===== config.mk =====
export PLATFORM = sky130hd
export DESIGN_NAME = bru_pipe
export DESIGN_NICKNAME = d
export VERILOG_FILES = /design/src/hdl/bru_pkg.sv /design/src/hdl/bru_cond_unit.sv /design/src/hdl/bru_decode_stage.sv /design/src/hdl/bru_pipe.sv /design/src/hdl/bru_resolve.sv /design/src/hdl/bru_target_unit.sv
export VERILOG_INCLUDE_DIRS = /design/src /design/src/hdl
export SDC_FILE = /design/constraint.sdc
export NUM_CORES = 1
export LEC_CHECK = 0
export BUFFER_PORTS_ARGS = -buffer_cell sky130_fd_sc_hd__buf_2
export CORE_AREA = 3 3 215 217
export DETAILED_ROUTE_END_ITERATION = 6
export DIE_AREA = 0 0 218 220
export HOLD_SLACK_MARGIN = 0.02
export REMOVE_ABC_BUFFERS = 1
export SYNTH_ARGS = -nofsm -noshare
export SYNTH_HDL_FRONTEND = slang
export SYNTH_SLANG_ARGS = --single-unit

===== constraint.sdc =====
create_clock -name i_clk -period 9.1 [get_ports i_clk]
set_input_delay 1.82 -clock i_clk [delete_from_list [all_inputs] [get_ports i_clk]]
set_output_delay 1.82 -clock i_clk [all_outputs]
set_load 0.05 [all_outputs]

===== src/hdl/bru_cfg.svh =====
// Width settings for the branch execution pipeline
// Included by the package and by any module that slices on raw widths

`ifndef BRU_CFG_SVH
`define BRU_CFG_SVH

// ---------------------------------------------------------------------------
// Datapath widths
// ---------------------------------------------------------------------------

// Integer register width (RV64)
`define BRU_XLEN 64

// Sv39 virtual address
`define BRU_VADDR_W 39

// Expanded instruction word
`define BRU_INST_W 32

// Architectural register index
`define BRU_REGIDX_W 5

`endif


===== src/hdl/bru_pkg.sv =====
// Shared types of the branch execution pipeline
// Widths come from the cfg header, enums name the branch op and immediate form

`include "bru_cfg.svh"

package bru_pkg;

  // -------------------------------------------------------------------------
  // Vector types
  // -------------------------------------------------------------------------

  typedef logic [`BRU_XLEN-1:0]     xlen_t;    // Register value
  typedef logic [`BRU_VADDR_W-1:0]  vaddr_t;   // Virtual address
  typedef logic [`BRU_INST_W-1:0]   inst_t;    // Raw instruction
  typedef logic [`BRU_REGIDX_W-1:0] regidx_t;  // Destination register

  // -------------------------------------------------------------------------
  // Decoded control
  // -------------------------------------------------------------------------

  // Branch compare operation, funct3 order for the conditional ones
  typedef enum logic [2:0] {
    OP_EQ,
    OP_NE,
    OP_LT,
    OP_GE,
    OP_LTU,
    OP_GEU,
    OP_JUMP    // JAL and JALR, always taken
  } br_op_t;

  // Immediate layout used for the target
  typedef enum logic [1:0] {
    IMM_SB,    // Conditional branch, pc relative
    IMM_UJ,    // JAL, pc relative
    IMM_I,     // JALR, rs1 relative
    IMM_NONE   // Not a branch
  } imm_kind_t;

endpackage


===== src/hdl/bru_cond_unit.sv =====
`timescale 1ns/1ps
// Branch condition evaluation in ex1
// Compares the two operands as the op selects and registers taken into ex2

module bru_cond_unit (
  input  logic             i_clk,
  input  logic             i_reset_n,
  input  bru_pkg::br_op_t  i_ex1_op,
  input  bru_pkg::xlen_t   i_ex1_rs1_data,
  input  bru_pkg::xlen_t   i_ex1_rs2_data,
  output logic             o_ex2_taken
);
  import bru_pkg::*;

  logic is_eq;
  logic is_lt;
  logic is_ltu;
  logic taken;

  // Shared compare results
  assign is_eq  = (i_ex1_rs1_data == i_ex1_rs2_data);
  assign is_lt  = ($signed(i_ex1_rs1_data) < $signed(i_ex1_rs2_data));
  assign is_ltu = (i_ex1_rs1_data < i_ex1_rs2_data);

  always_comb begin
    case (i_ex1_op)
      OP_EQ:   taken = is_eq;
      OP_NE:   taken = !is_eq;
      OP_LT:   taken = is_lt;
      OP_GE:   taken = !is_lt;
      OP_LTU:  taken = is_ltu;
      OP_GEU:  taken = !is_ltu;
      OP_JUMP: taken = 1'b1;   // Unconditional
      default: taken = 1'b0;
    endcase
  end

  // ---------------------------------------------------------------------------
  // Ex2 register
  // ---------------------------------------------------------------------------

  always_ff @(posedge i_clk or negedge i_reset_n) begin
    if (!i_reset_n) begin
      o_ex2_taken <= 1'b0;
    end else begin
      o_ex2_taken <= taken;
    end
  end

endmodule


===== src/hdl/bru_decode_stage.sv =====
`timescale 1ns/1ps
// Branch decode stage, one issue per cycle
// Decodes opcode and funct3, then registers control and operands into ex1

module bru_decode_stage (
  input  logic                  i_clk,
  input  logic                  i_reset_n,
  input  logic                  i_issue_valid,
  input  bru_pkg::vaddr_t       i_issue_pc,
  input  bru_pkg::inst_t        i_issue_inst,
  input  logic                  i_issue_is_rvc,
  input  bru_pkg::xlen_t        i_issue_rs1_data,
  input  bru_pkg::xlen_t        i_issue_rs2_data,
  input  logic                  i_issue_pred_taken,
  input  bru_pkg::vaddr_t       i_issue_pred_target,
  output logic                  o_ex1_valid,
  output bru_pkg::br_op_t       o_ex1_op,
  output bru_pkg::imm_kind_t    o_ex1_imm_kind,
  output logic                  o_ex1_is_cond,
  output logic                  o_ex1_wr_rd,
  output bru_pkg::regidx_t      o_ex1_rd,
  output bru_pkg::vaddr_t       o_ex1_pc,
  output bru_pkg::inst_t        o_ex1_inst,
  output logic                  o_ex1_is_rvc,
  output bru_pkg::xlen_t        o_ex1_rs1_data,
  output bru_pkg::xlen_t        o_ex1_rs2_data,
  output logic                  o_ex1_pred_taken,
  output bru_pkg::vaddr_t       o_ex1_pred_target
);
  import bru_pkg::*;

  localparam logic [6:0] OPC_BRANCH = 7'b1100011;
  localparam logic [6:0] OPC_JALR   = 7'b1100111;
  localparam logic [6:0] OPC_JAL    = 7'b1101111;

  logic [6:0] opcode;
  logic [2:0] funct3;
  br_op_t     dec_op;
  imm_kind_t  dec_imm_kind;
  logic       dec_is_cond;
  logic       dec_wr_rd;

  assign opcode = i_issue_inst[6:0];
  assign funct3 = i_issue_inst[14:12];

  always_comb begin
    dec_op       = OP_JUMP;
    dec_imm_kind = IMM_NONE;
    dec_is_cond  = 1'b0;
    dec_wr_rd    = 1'b0;
    case (opcode)
      OPC_JAL: begin
        dec_imm_kind = IMM_UJ;
        dec_wr_rd    = 1'b1;
      end
      OPC_JALR: begin
        if (funct3 == 3'b000) begin  // Other funct3 values are reserved
          dec_imm_kind = IMM_I;
          dec_wr_rd    = 1'b1;
        end
      end
      OPC_BRANCH: begin
        dec_imm_kind = IMM_SB;
        dec_is_cond  = 1'b1;
        case (funct3)
          3'b000:  dec_op = OP_EQ;
          3'b001:  dec_op = OP_NE;
          3'b100:  dec_op = OP_LT;
          3'b101:  dec_op = OP_GE;
          3'b110:  dec_op = OP_LTU;
          3'b111:  dec_op = OP_GEU;
          default: dec_imm_kind = IMM_NONE;
        endcase
      end
      default: dec_imm_kind = IMM_NONE;
    endcase
  end

  // ---------------------------------------------------------------------------
  // Ex1 registers
  // ---------------------------------------------------------------------------

  always_ff @(posedge i_clk or negedge i_reset_n) begin
    if (!i_reset_n) begin
      o_ex1_valid <= 1'b0;
    end else begin
      o_ex1_valid <= i_issue_valid;
    end
  end

  always_ff @(posedge i_clk) begin
    o_ex1_op          <= dec_op;
    o_ex1_imm_kind    <= dec_imm_kind;
    o_ex1_is_cond     <= dec_is_cond;
    o_ex1_wr_rd       <= dec_wr_rd;
    o_ex1_rd          <= i_issue_inst[11:7];
    o_ex1_pc          <= i_issue_pc;
    o_ex1_inst        <= i_issue_inst;
    o_ex1_is_rvc      <= i_issue_is_rvc;
    o_ex1_rs1_data    <= i_issue_rs1_data;
    o_ex1_rs2_data    <= i_issue_rs2_data;
    o_ex1_pred_taken  <= i_issue_pred_taken;
    o_ex1_pred_target <= i_issue_pred_target;
  end

  // The scheduler only issues branches and jumps here
  a_issue_is_branch: assert property (@(posedge i_clk) disable iff (!i_reset_n)
    i_issue_valid |=> (o_ex1_valid && o_ex1_imm_kind != IMM_NONE))
    else $error("non-branch instruction %h issued to branch unit", o_ex1_inst);

endmodule


===== src/hdl/bru_pipe.sv =====
`timescale 1ns/1ps
// Top of the branch execution pipeline
// Decode into ex1, condition and target side by side into ex2, then resolve

module bru_pipe (
  input  logic              i_clk,
  input  logic              i_reset_n,
  input  logic              i_issue_valid,
  input  bru_pkg::vaddr_t   i_issue_pc,
  input  bru_pkg::inst_t    i_issue_inst,
  input  logic              i_issue_is_rvc,
  input  bru_pkg::xlen_t    i_issue_rs1_data,
  input  bru_pkg::xlen_t    i_issue_rs2_data,
  input  logic              i_issue_pred_taken,
  input  bru_pkg::vaddr_t   i_issue_pred_target,
  output logic              o_upd_valid,
  output bru_pkg::vaddr_t   o_upd_pc,
  output logic              o_upd_is_cond,
  output logic              o_upd_taken,
  output bru_pkg::vaddr_t   o_upd_target,
  output logic              o_upd_mispredict,
  output logic              o_wr_valid,
  output bru_pkg::regidx_t  o_wr_rd,
  output bru_pkg::xlen_t    o_wr_data
);
  import bru_pkg::*;

  // Ex1 bundle
  logic      ex1_valid;
  br_op_t    ex1_op;
  imm_kind_t ex1_imm_kind;
  logic      ex1_is_cond;
  logic      ex1_wr_rd;
  regidx_t   ex1_rd;
  vaddr_t    ex1_pc;
  inst_t     ex1_inst;
  logic      ex1_is_rvc;
  xlen_t     ex1_rs1_data;
  xlen_t     ex1_rs2_data;
  logic      ex1_pred_taken;
  vaddr_t    ex1_pred_target;

  // Ex2 bundle
  logic      ex2_taken;
  logic      ex2_valid;
  vaddr_t    ex2_target;
  xlen_t     ex2_link_data;
  vaddr_t    ex2_pc;
  logic      ex2_is_rvc;
  logic      ex2_is_cond;
  logic      ex2_wr_valid;
  regidx_t   ex2_rd;
  logic      ex2_pred_taken;
  vaddr_t    ex2_pred_target;

  bru_decode_stage u_decode (
    .i_clk               (i_clk),
    .i_reset_n           (i_reset_n),
    .i_issue_valid       (i_issue_valid),
    .i_issue_pc          (i_issue_pc),
    .i_issue_inst        (i_issue_inst),
    .i_issue_is_rvc      (i_issue_is_rvc),
    .i_issue_rs1_data    (i_issue_rs1_data),
    .i_issue_rs2_data    (i_issue_rs2_data),
    .i_issue_pred_taken  (i_issue_pred_taken),
    .i_issue_pred_target (i_issue_pred_target),
    .o_ex1_valid         (ex1_valid),
    .o_ex1_op            (ex1_op),
    .o_ex1_imm_kind      (ex1_imm_kind),
    .o_ex1_is_cond       (ex1_is_cond),
    .o_ex1_wr_rd         (ex1_wr_rd),
    .o_ex1_rd            (ex1_rd),
    .o_ex1_pc            (ex1_pc),
    .o_ex1_inst          (ex1_inst),
    .o_ex1_is_rvc        (ex1_is_rvc),
    .o_ex1_rs1_data      (ex1_rs1_data),
    .o_ex1_rs2_data      (ex1_rs2_data),
    .o_ex1_pred_taken    (ex1_pred_taken),
    .o_ex1_pred_target   (ex1_pred_target)
  );

  bru_cond_unit u_cond (
    .i_clk          (i_clk),
    .i_reset_n      (i_reset_n),
    .i_ex1_op       (ex1_op),
    .i_ex1_rs1_data (ex1_rs1_data),
    .i_ex1_rs2_data (ex1_rs2_data),
    .o_ex2_taken    (ex2_taken)
  );

  bru_target_unit u_target (
    .i_clk             (i_clk),
    .i_reset_n         (i_reset_n),
    .i_ex1_valid       (ex1_valid),
    .i_ex1_imm_kind    (ex1_imm_kind),
    .i_ex1_is_cond     (ex1_is_cond),
    .i_ex1_wr_rd       (ex1_wr_rd),
    .i_ex1_rd          (ex1_rd),
    .i_ex1_pc          (ex1_pc),
    .i_ex1_inst        (ex1_inst),
    .i_ex1_is_rvc      (ex1_is_rvc),
    .i_ex1_rs1_data    (ex1_rs1_data),
    .i_ex1_pred_taken  (ex1_pred_taken),
    .i_ex1_pred_target (ex1_pred_target),
    .o_ex2_valid       (ex2_valid),
    .o_ex2_target      (ex2_target),
    .o_ex2_link_data   (ex2_link_data),
    .o_ex2_pc          (ex2_pc),
    .o_ex2_is_rvc      (ex2_is_rvc),
    .o_ex2_is_cond     (ex2_is_cond),
    .o_ex2_wr_valid    (ex2_wr_valid),
    .o_ex2_rd          (ex2_rd),
    .o_ex2_pred_taken  (ex2_pred_taken),
    .o_ex2_pred_target (ex2_pred_target)
  );

  bru_resolve u_resolve (
    .i_ex2_taken       (ex2_taken),
    .i_ex2_valid       (ex2_valid),
    .i_ex2_target      (ex2_target),
    .i_ex2_link_data   (ex2_link_data),
    .i_ex2_pc          (ex2_pc),
    .i_ex2_is_rvc      (ex2_is_rvc),
    .i_ex2_is_cond     (ex2_is_cond),
    .i_ex2_wr_valid    (ex2_wr_valid),
    .i_ex2_rd          (ex2_rd),
    .i_ex2_pred_taken  (ex2_pred_taken),
    .i_ex2_pred_target (ex2_pred_target),
    .o_upd_valid       (o_upd_valid),
    .o_upd_pc          (o_upd_pc),
    .o_upd_is_cond     (o_upd_is_cond),
    .o_upd_taken       (o_upd_taken),
    .o_upd_target      (o_upd_target),
    .o_upd_mispredict  (o_upd_mispredict),
    .o_wr_valid        (o_wr_valid),
    .o_wr_rd           (o_wr_rd),
    .o_wr_data         (o_wr_data)
  );

endmodule


===== src/hdl/bru_resolve.sv =====
`timescale 1ns/1ps
// Branch resolution in ex2, purely combinational
// Picks the update target, flags a mispredict and drives the link write-back

module bru_resolve (
  input  logic              i_ex2_taken,
  input  logic              i_ex2_valid,
  input  bru_pkg::vaddr_t   i_ex2_target,
  input  bru_pkg::xlen_t    i_ex2_link_data,
  input  bru_pkg::vaddr_t   i_ex2_pc,
  input  logic              i_ex2_is_rvc,
  input  logic              i_ex2_is_cond,
  input  logic              i_ex2_wr_valid,
  input  bru_pkg::regidx_t  i_ex2_rd,
  input  logic              i_ex2_pred_taken,
  input  bru_pkg::vaddr_t   i_ex2_pred_target,
  output logic              o_upd_valid,
  output bru_pkg::vaddr_t   o_upd_pc,
  output logic              o_upd_is_cond,
  output logic              o_upd_taken,
  output bru_pkg::vaddr_t   o_upd_target,
  output logic              o_upd_mispredict,
  output logic              o_wr_valid,
  output bru_pkg::regidx_t  o_wr_rd,
  output bru_pkg::xlen_t    o_wr_data
);
  import bru_pkg::*;

  vaddr_t fall_through;
  logic   dir_miss;
  logic   tgt_miss;

  assign fall_through = i_ex2_pc + (i_ex2_is_rvc ? vaddr_t'(2) : vaddr_t'(4));

  // ---------------------------------------------------------------------------
  // Branch update
  // ---------------------------------------------------------------------------

  assign dir_miss = (i_ex2_taken != i_ex2_pred_taken);
  assign tgt_miss = i_ex2_taken && i_ex2_pred_taken && (i_ex2_target != i_ex2_pred_target);

  assign o_upd_valid      = i_ex2_valid;
  assign o_upd_pc         = i_ex2_pc;
  assign o_upd_is_cond    = i_ex2_is_cond;
  assign o_upd_taken      = i_ex2_taken;
  assign o_upd_target     = i_ex2_taken ? i_ex2_target : fall_through;
  assign o_upd_mispredict = dir_miss || tgt_miss;

  // Link write-back
  assign o_wr_valid = i_ex2_valid && i_ex2_wr_valid;
  assign o_wr_rd    = i_ex2_rd;
  assign o_wr_data  = i_ex2_link_data;

  // Only a taken jump writes a link
  always_comb begin
    a_wr_from_jump: assert (!o_wr_valid || (o_upd_taken && !o_upd_is_cond))
      else $error("link write for x%0d from a branch that is not a taken jump", o_wr_rd);
  end

endmodule


===== src/hdl/bru_target_unit.sv =====
`timescale 1ns/1ps
// Branch target and link value in ex1, side by side with the condition unit
// Registers target, link data and prediction info into ex2

`include "bru_cfg.svh"

module bru_target_unit (
  input  logic                i_clk,
  input  logic                i_reset_n,
  input  logic                i_ex1_valid,
  input  bru_pkg::imm_kind_t  i_ex1_imm_kind,
  input  logic                i_ex1_is_cond,
  input  logic                i_ex1_wr_rd,
  input  bru_pkg::regidx_t    i_ex1_rd,
  input  bru_pkg::vaddr_t     i_ex1_pc,
  input  bru_pkg::inst_t      i_ex1_inst,
  input  logic                i_ex1_is_rvc,
  input  bru_pkg::xlen_t      i_ex1_rs1_data,
  input  logic                i_ex1_pred_taken,
  input  bru_pkg::vaddr_t     i_ex1_pred_target,
  output logic                o_ex2_valid,
  output bru_pkg::vaddr_t     o_ex2_target,
  output bru_pkg::xlen_t      o_ex2_link_data,
  output bru_pkg::vaddr_t     o_ex2_pc,
  output logic                o_ex2_is_rvc,
  output logic                o_ex2_is_cond,
  output logic                o_ex2_wr_valid,
  output bru_pkg::regidx_t    o_ex2_rd,
  output logic                o_ex2_pred_taken,
  output bru_pkg::vaddr_t     o_ex2_pred_target
);
  import bru_pkg::*;

  vaddr_t offset_sb;
  vaddr_t offset_uj;
  vaddr_t offset_i;
  vaddr_t jalr_sum;
  vaddr_t target;
  xlen_t  pc_ext;
  xlen_t  link_data;

  // Immediates, sign extended to the address width
  assign offset_sb = {{(`BRU_VADDR_W-13){i_ex1_inst[31]}}, i_ex1_inst[31], i_ex1_inst[7],
                      i_ex1_inst[30:25], i_ex1_inst[11:8], 1'b0};
  assign offset_uj = {{(`BRU_VADDR_W-21){i_ex1_inst[31]}}, i_ex1_inst[31],
                      i_ex1_inst[19:12], i_ex1_inst[20], i_ex1_inst[30:21], 1'b0};
  assign offset_i  = {{(`BRU_VADDR_W-12){i_ex1_inst[31]}}, i_ex1_inst[31:20]};

  assign jalr_sum = i_ex1_rs1_data[`BRU_VADDR_W-1:0] + offset_i;

  always_comb begin
    case (i_ex1_imm_kind)
      IMM_SB:  target = i_ex1_pc + offset_sb;
      IMM_UJ:  target = i_ex1_pc + offset_uj;
      IMM_I:   target = {jalr_sum[`BRU_VADDR_W-1:1], 1'b0};  // JALR drops bit 0
      default: target = i_ex1_pc;
    endcase
  end

  // Return address
  assign pc_ext    = {{(`BRU_XLEN-`BRU_VADDR_W){i_ex1_pc[`BRU_VADDR_W-1]}}, i_ex1_pc};
  assign link_data = pc_ext + (i_ex1_is_rvc ? xlen_t'(2) : xlen_t'(4));

  // ---------------------------------------------------------------------------
  // Ex2 registers
  // ---------------------------------------------------------------------------

  always_ff @(posedge i_clk or negedge i_reset_n) begin
    if (!i_reset_n) begin
      o_ex2_valid <= 1'b0;
    end else begin
      o_ex2_valid <= i_ex1_valid;
    end
  end

  always_ff @(posedge i_clk) begin
    o_ex2_target      <= target;
    o_ex2_link_data   <= link_data;
    o_ex2_pc          <= i_ex1_pc;
    o_ex2_is_rvc      <= i_ex1_is_rvc;
    o_ex2_is_cond     <= i_ex1_is_cond;
    o_ex2_wr_valid    <= i_ex1_wr_rd && (i_ex1_rd != '0);  // x0 is never written
    o_ex2_rd          <= i_ex1_rd;
    o_ex2_pred_taken  <= i_ex1_pred_taken;
    o_ex2_pred_target <= i_ex1_pred_target;
  end

  // Holds only while the fetch side hands in even pcs
  a_target_even: assert property (@(posedge i_clk) disable iff (!i_reset_n)
    o_ex2_valid |-> !o_ex2_target[0])
    else $error("odd branch target %h for pc %h", o_ex2_target, o_ex2_pc);

endmodule


==> flow_metrics.tcl <==
set metrics [dict create \
    fmax_mhz 180 \
    tightestPinTransition_ns 0.887 \
    cts_resized 0 \
    multi_input_area_mm2 0.00848 \
    portBuffers 394 \
    p_int_mw 3.39 \
    ioPinCount 395 \
    yosysWarnings 0 \
    clock_path_buffers 3 \
    hold_buffers 0 \
    status "complete, no violations" \
    final_cell_mix "426 x dfxtp_1, 394 x buf_2, 154 x nand2_1, 143 x ha_1, 118 x o21ai_0" \
    syn2layout_area_growth_pct 23.3 \
    p_leak_nw 10.3 \
    fill_cells 4194 \
    drt-initial-drc-count 743 \
    grt_usage_pct 20.8 \
    place_congestion 0.876 \
    p_clk_share_pct 40.4 \
    cp-end-kind "output pin" \
    rr_endpoint "u_target.o_ex2_target[21]" \
    grt_pass1_vias 13900 \
    switching_share_pct 27.3 \
    critPathLaunch "u_target.o_ex2_pc[1]" \
    period_share_pct 60.9 \
    die-area_mm2 0.0480 \
    p_comb_share_pct 14.9 \
    fin_crit_ns 5.54 \
    max-vdd-ir-drop_uv 138 \
    start_util_pct 40.0 \
    vias_per_cell 4.95 \
    cts_setup_buffers 0 \
    maxCapViolCount 0 \
    postSynthRegisterBits 432 \
    netlist_area_mm2 0.0177 \
    synthCells 1784 \
    hpwl_um 41100 \
    synth-main-ff-cell "dfxtp_1" \
    layout_commonest_cell "dfxtp_1" \
    post_drt_wl_per_cell_um 18.1 \
    finalHoldViolations 0 \
    wl_met2_um 23100 \
    critPathCapture "o_upd_target[37]" \
    cts_buffers 46 \
    rsz0062_at_grt "false" \
    pwr-share-seq_pct 44.7 \
    grt_pass1_wl_um 77700 \
    drive_gt1_share_pct 23.3 \
    maxSlewHeadroom_pct 40.7 \
    std_cell_rows 77 \
    synth_enable_flop_cells 0 \
    synth_seq_area_share_pct 48.9 \
    async_flop_share_pct 0.694 \
    worstPathMaxFanout 5 \
    skew_ns 0.0248 \
    setup_violations 0 \
    worst_slack_ns 3.56 \
    timing.final.max_slew_violations 0 \
    crit_path_start_kind "flop" \
    root_buffer "clkbuf_16" \
    grt_overflow 0 \
    cts_tree "done" \
    worstHoldStart "u_decode.o_ex1_pred_target[0]" \
    wl_um 50900 \
    rrSetupSlack_ns 3.74 \
    avgSynthCellArea_um2 9.93 \
    cp.required_ns 7.28 \
    p_sw_mw 1.27 \
    dr.pass1.iters 5 \
    detail-route-antenna-nets 0 \
    synth.distinct_cells 82 \
    antenna_found_initial 7 \
    dr_wl_met3_um 3490 \
    clkLatencyLatePin_ns 0.57 \
    drc 0 \
    crit_type "flop to output pin" \
    hold_class "flop to flop" \
    core_area_mm2 0.0443 \
    p_total_mw 4.66 \
    clkSlewWorstSetupHoldPaths_ns 0.06 \
    grt_start_max_net_pins 78 \
    regToRegStartpoint "u_decode.o_ex1_imm_kind[0]" \
    r2r_cells 15 \
    clock_sinks 432 \
    topRoutingLayerUsed "met5" \
    vias 13900 \
    powerDensity_mw_per_mm2 213 \
    regArea_mm2 0.00867 \
    nNetsFinal 2574 \
    h-tree-depth 2 \
    pre_cts_slack_ns 3.69 \
    die_h_um 220 \
    worst-endpoint-arrival_ns 3.72 \
    die_x_um 218 \
    met1_length_um 23000 \
    fin_tns_setup_ns 0 \
]
critical path: stages, from the launching register on:
cell,delay [ns]
dfxtp_1,0.34
ha_1,0.19
fa_1,0.23
nand2_1,0.10
nor3_2,0.34
and3_1,0.38
nand2_2,0.11
or4_1,0.58
nor2_1,0.20
nand2_1,0.09
xor2_1,0.15
o21ai_0,0.13
buf_2,0.29
final cells by class:
type | count | share of cell area (%)
multi-input cells | 1203 | 38.8
well taps | 592 | 3.39
inverters | 102 | 1.75
flip-flops and latches | 432 | 39.7
clock inverters | 17 | 0.939
repair buffers | 399 | 9.20
clock buffers | 66 | 6.21
diodes | 2 | 0.0229
power by group through the flow:
stage	clock network, mW	registers [mW]	logic, mW
floorplan	0	2.19	0.395
global placement	0	2.12	0.687
detailed placement	0	2.12	0.693
CTS	1.94	2.08	0.697
global route	2.01	2.09	0.764
finish	1.88	2.08	0.694
cells in the mapped netlist, drive strengths merged (7+ instances only):
cell type | instances | area (µm²)
nor3 | 17 | 95.1
ha | 143 | 1790
nand4 | 42 | 269
and3 | 23 | 144
o21a | 21 | 158
a21o | 68 | 510
o21ai | 122 | 614
a31oi | 10 | 68.8
xor2 | 61 | 534
a21oi | 114 | 578
dfxtp | 429 | 8590
clkbuf | 38 | 143
xnor2 | 109 | 955
o211ai | 12 | 95.1
nand3 | 50 | 255
inv | 101 | 379
nand2 | 155 | 584
and4 | 7 | 61.3
o21bai | 8 | 60.1
nor2b | 28 | 175
mux2 | 9 | 101
nand2b | 13 | 81.3
and2 | 9 | 56.3
nor2 | 80 | 300
a211oi | 10 | 90.1
buf | 9 | 48.8
mux2i | 9 | 90.1
metal layers:
layer,vias up,GRT usage (%)
met2,411,34.0
met5,-,0
met1,6413,27.6
li1,7024,-
met4,10,6.02
met3,80,4.66
through the flow:
stage | hold slack (ns) | instances | utilization, % | area [µm²]
2_1_floorplan | 0.310 | 1737 | - | 17500
3_5_place_dp | 0.312 | 2728 | 45.8 | 20300
4_1_cts | 0.326 | 2811 | 49.3 | 21800
5_1_grt | 0.330 | 2812 | 49.3 | 21800
6_report | 0.324 | 2813 | 49.3 | 21800
3_3_place_gp | 0.312 | 2728 | 45.8 | 20300
sequential cells by signal, indices dropped and copies added (netlist names), 2 cells and up:
register and flops:
u_decode.o_ex1_pc 39, u_decode.o_ex1_inst 21, u_decode.o_ex1_op 3, u_decode.o_ex1_pred_target 39
u_target.o_ex2_pred_target 39, u_target.o_ex2_link_data 64, u_decode.o_ex1_rs1_data 64, u_target.o_ex2_target 39
u_decode.o_ex1_rs2_data 64, u_decode.o_ex1_rd 4, u_decode.o_ex1_imm_kind 2, u_target.o_ex2_pc 38
u_target.o_ex2_rd 5
how the worst min path moves through the flow:
stage / end / cells past startpoint
detailed placement: u_target.o_ex2_pred_target[20] / 0
finish: u_target.o_ex2_pred_target[0] / 0
global route: u_target.o_ex2_pred_target[38] / 0
global placement: u_target.o_ex2_pred_target[9] / 0
CTS: u_target.o_ex2_pred_target[19] / 0
floorplan: u_target.o_ex2_is_cond / 0
logic make-up after synthesis:
| kind of cell | share of synthesized area, % |
|---|---|
| and+or+nand+nor | 12.3 |
| DFF | 48.9 |
| AOI/OAI and AO/OA | 15.5 |
| xor gates and xnor gates | 8.41 |
| buffers and inverters | 3.24 |
| adders and majority gates | 10.6 |
| muxes | 1.08 |
(Power assumes the default switching activity.)
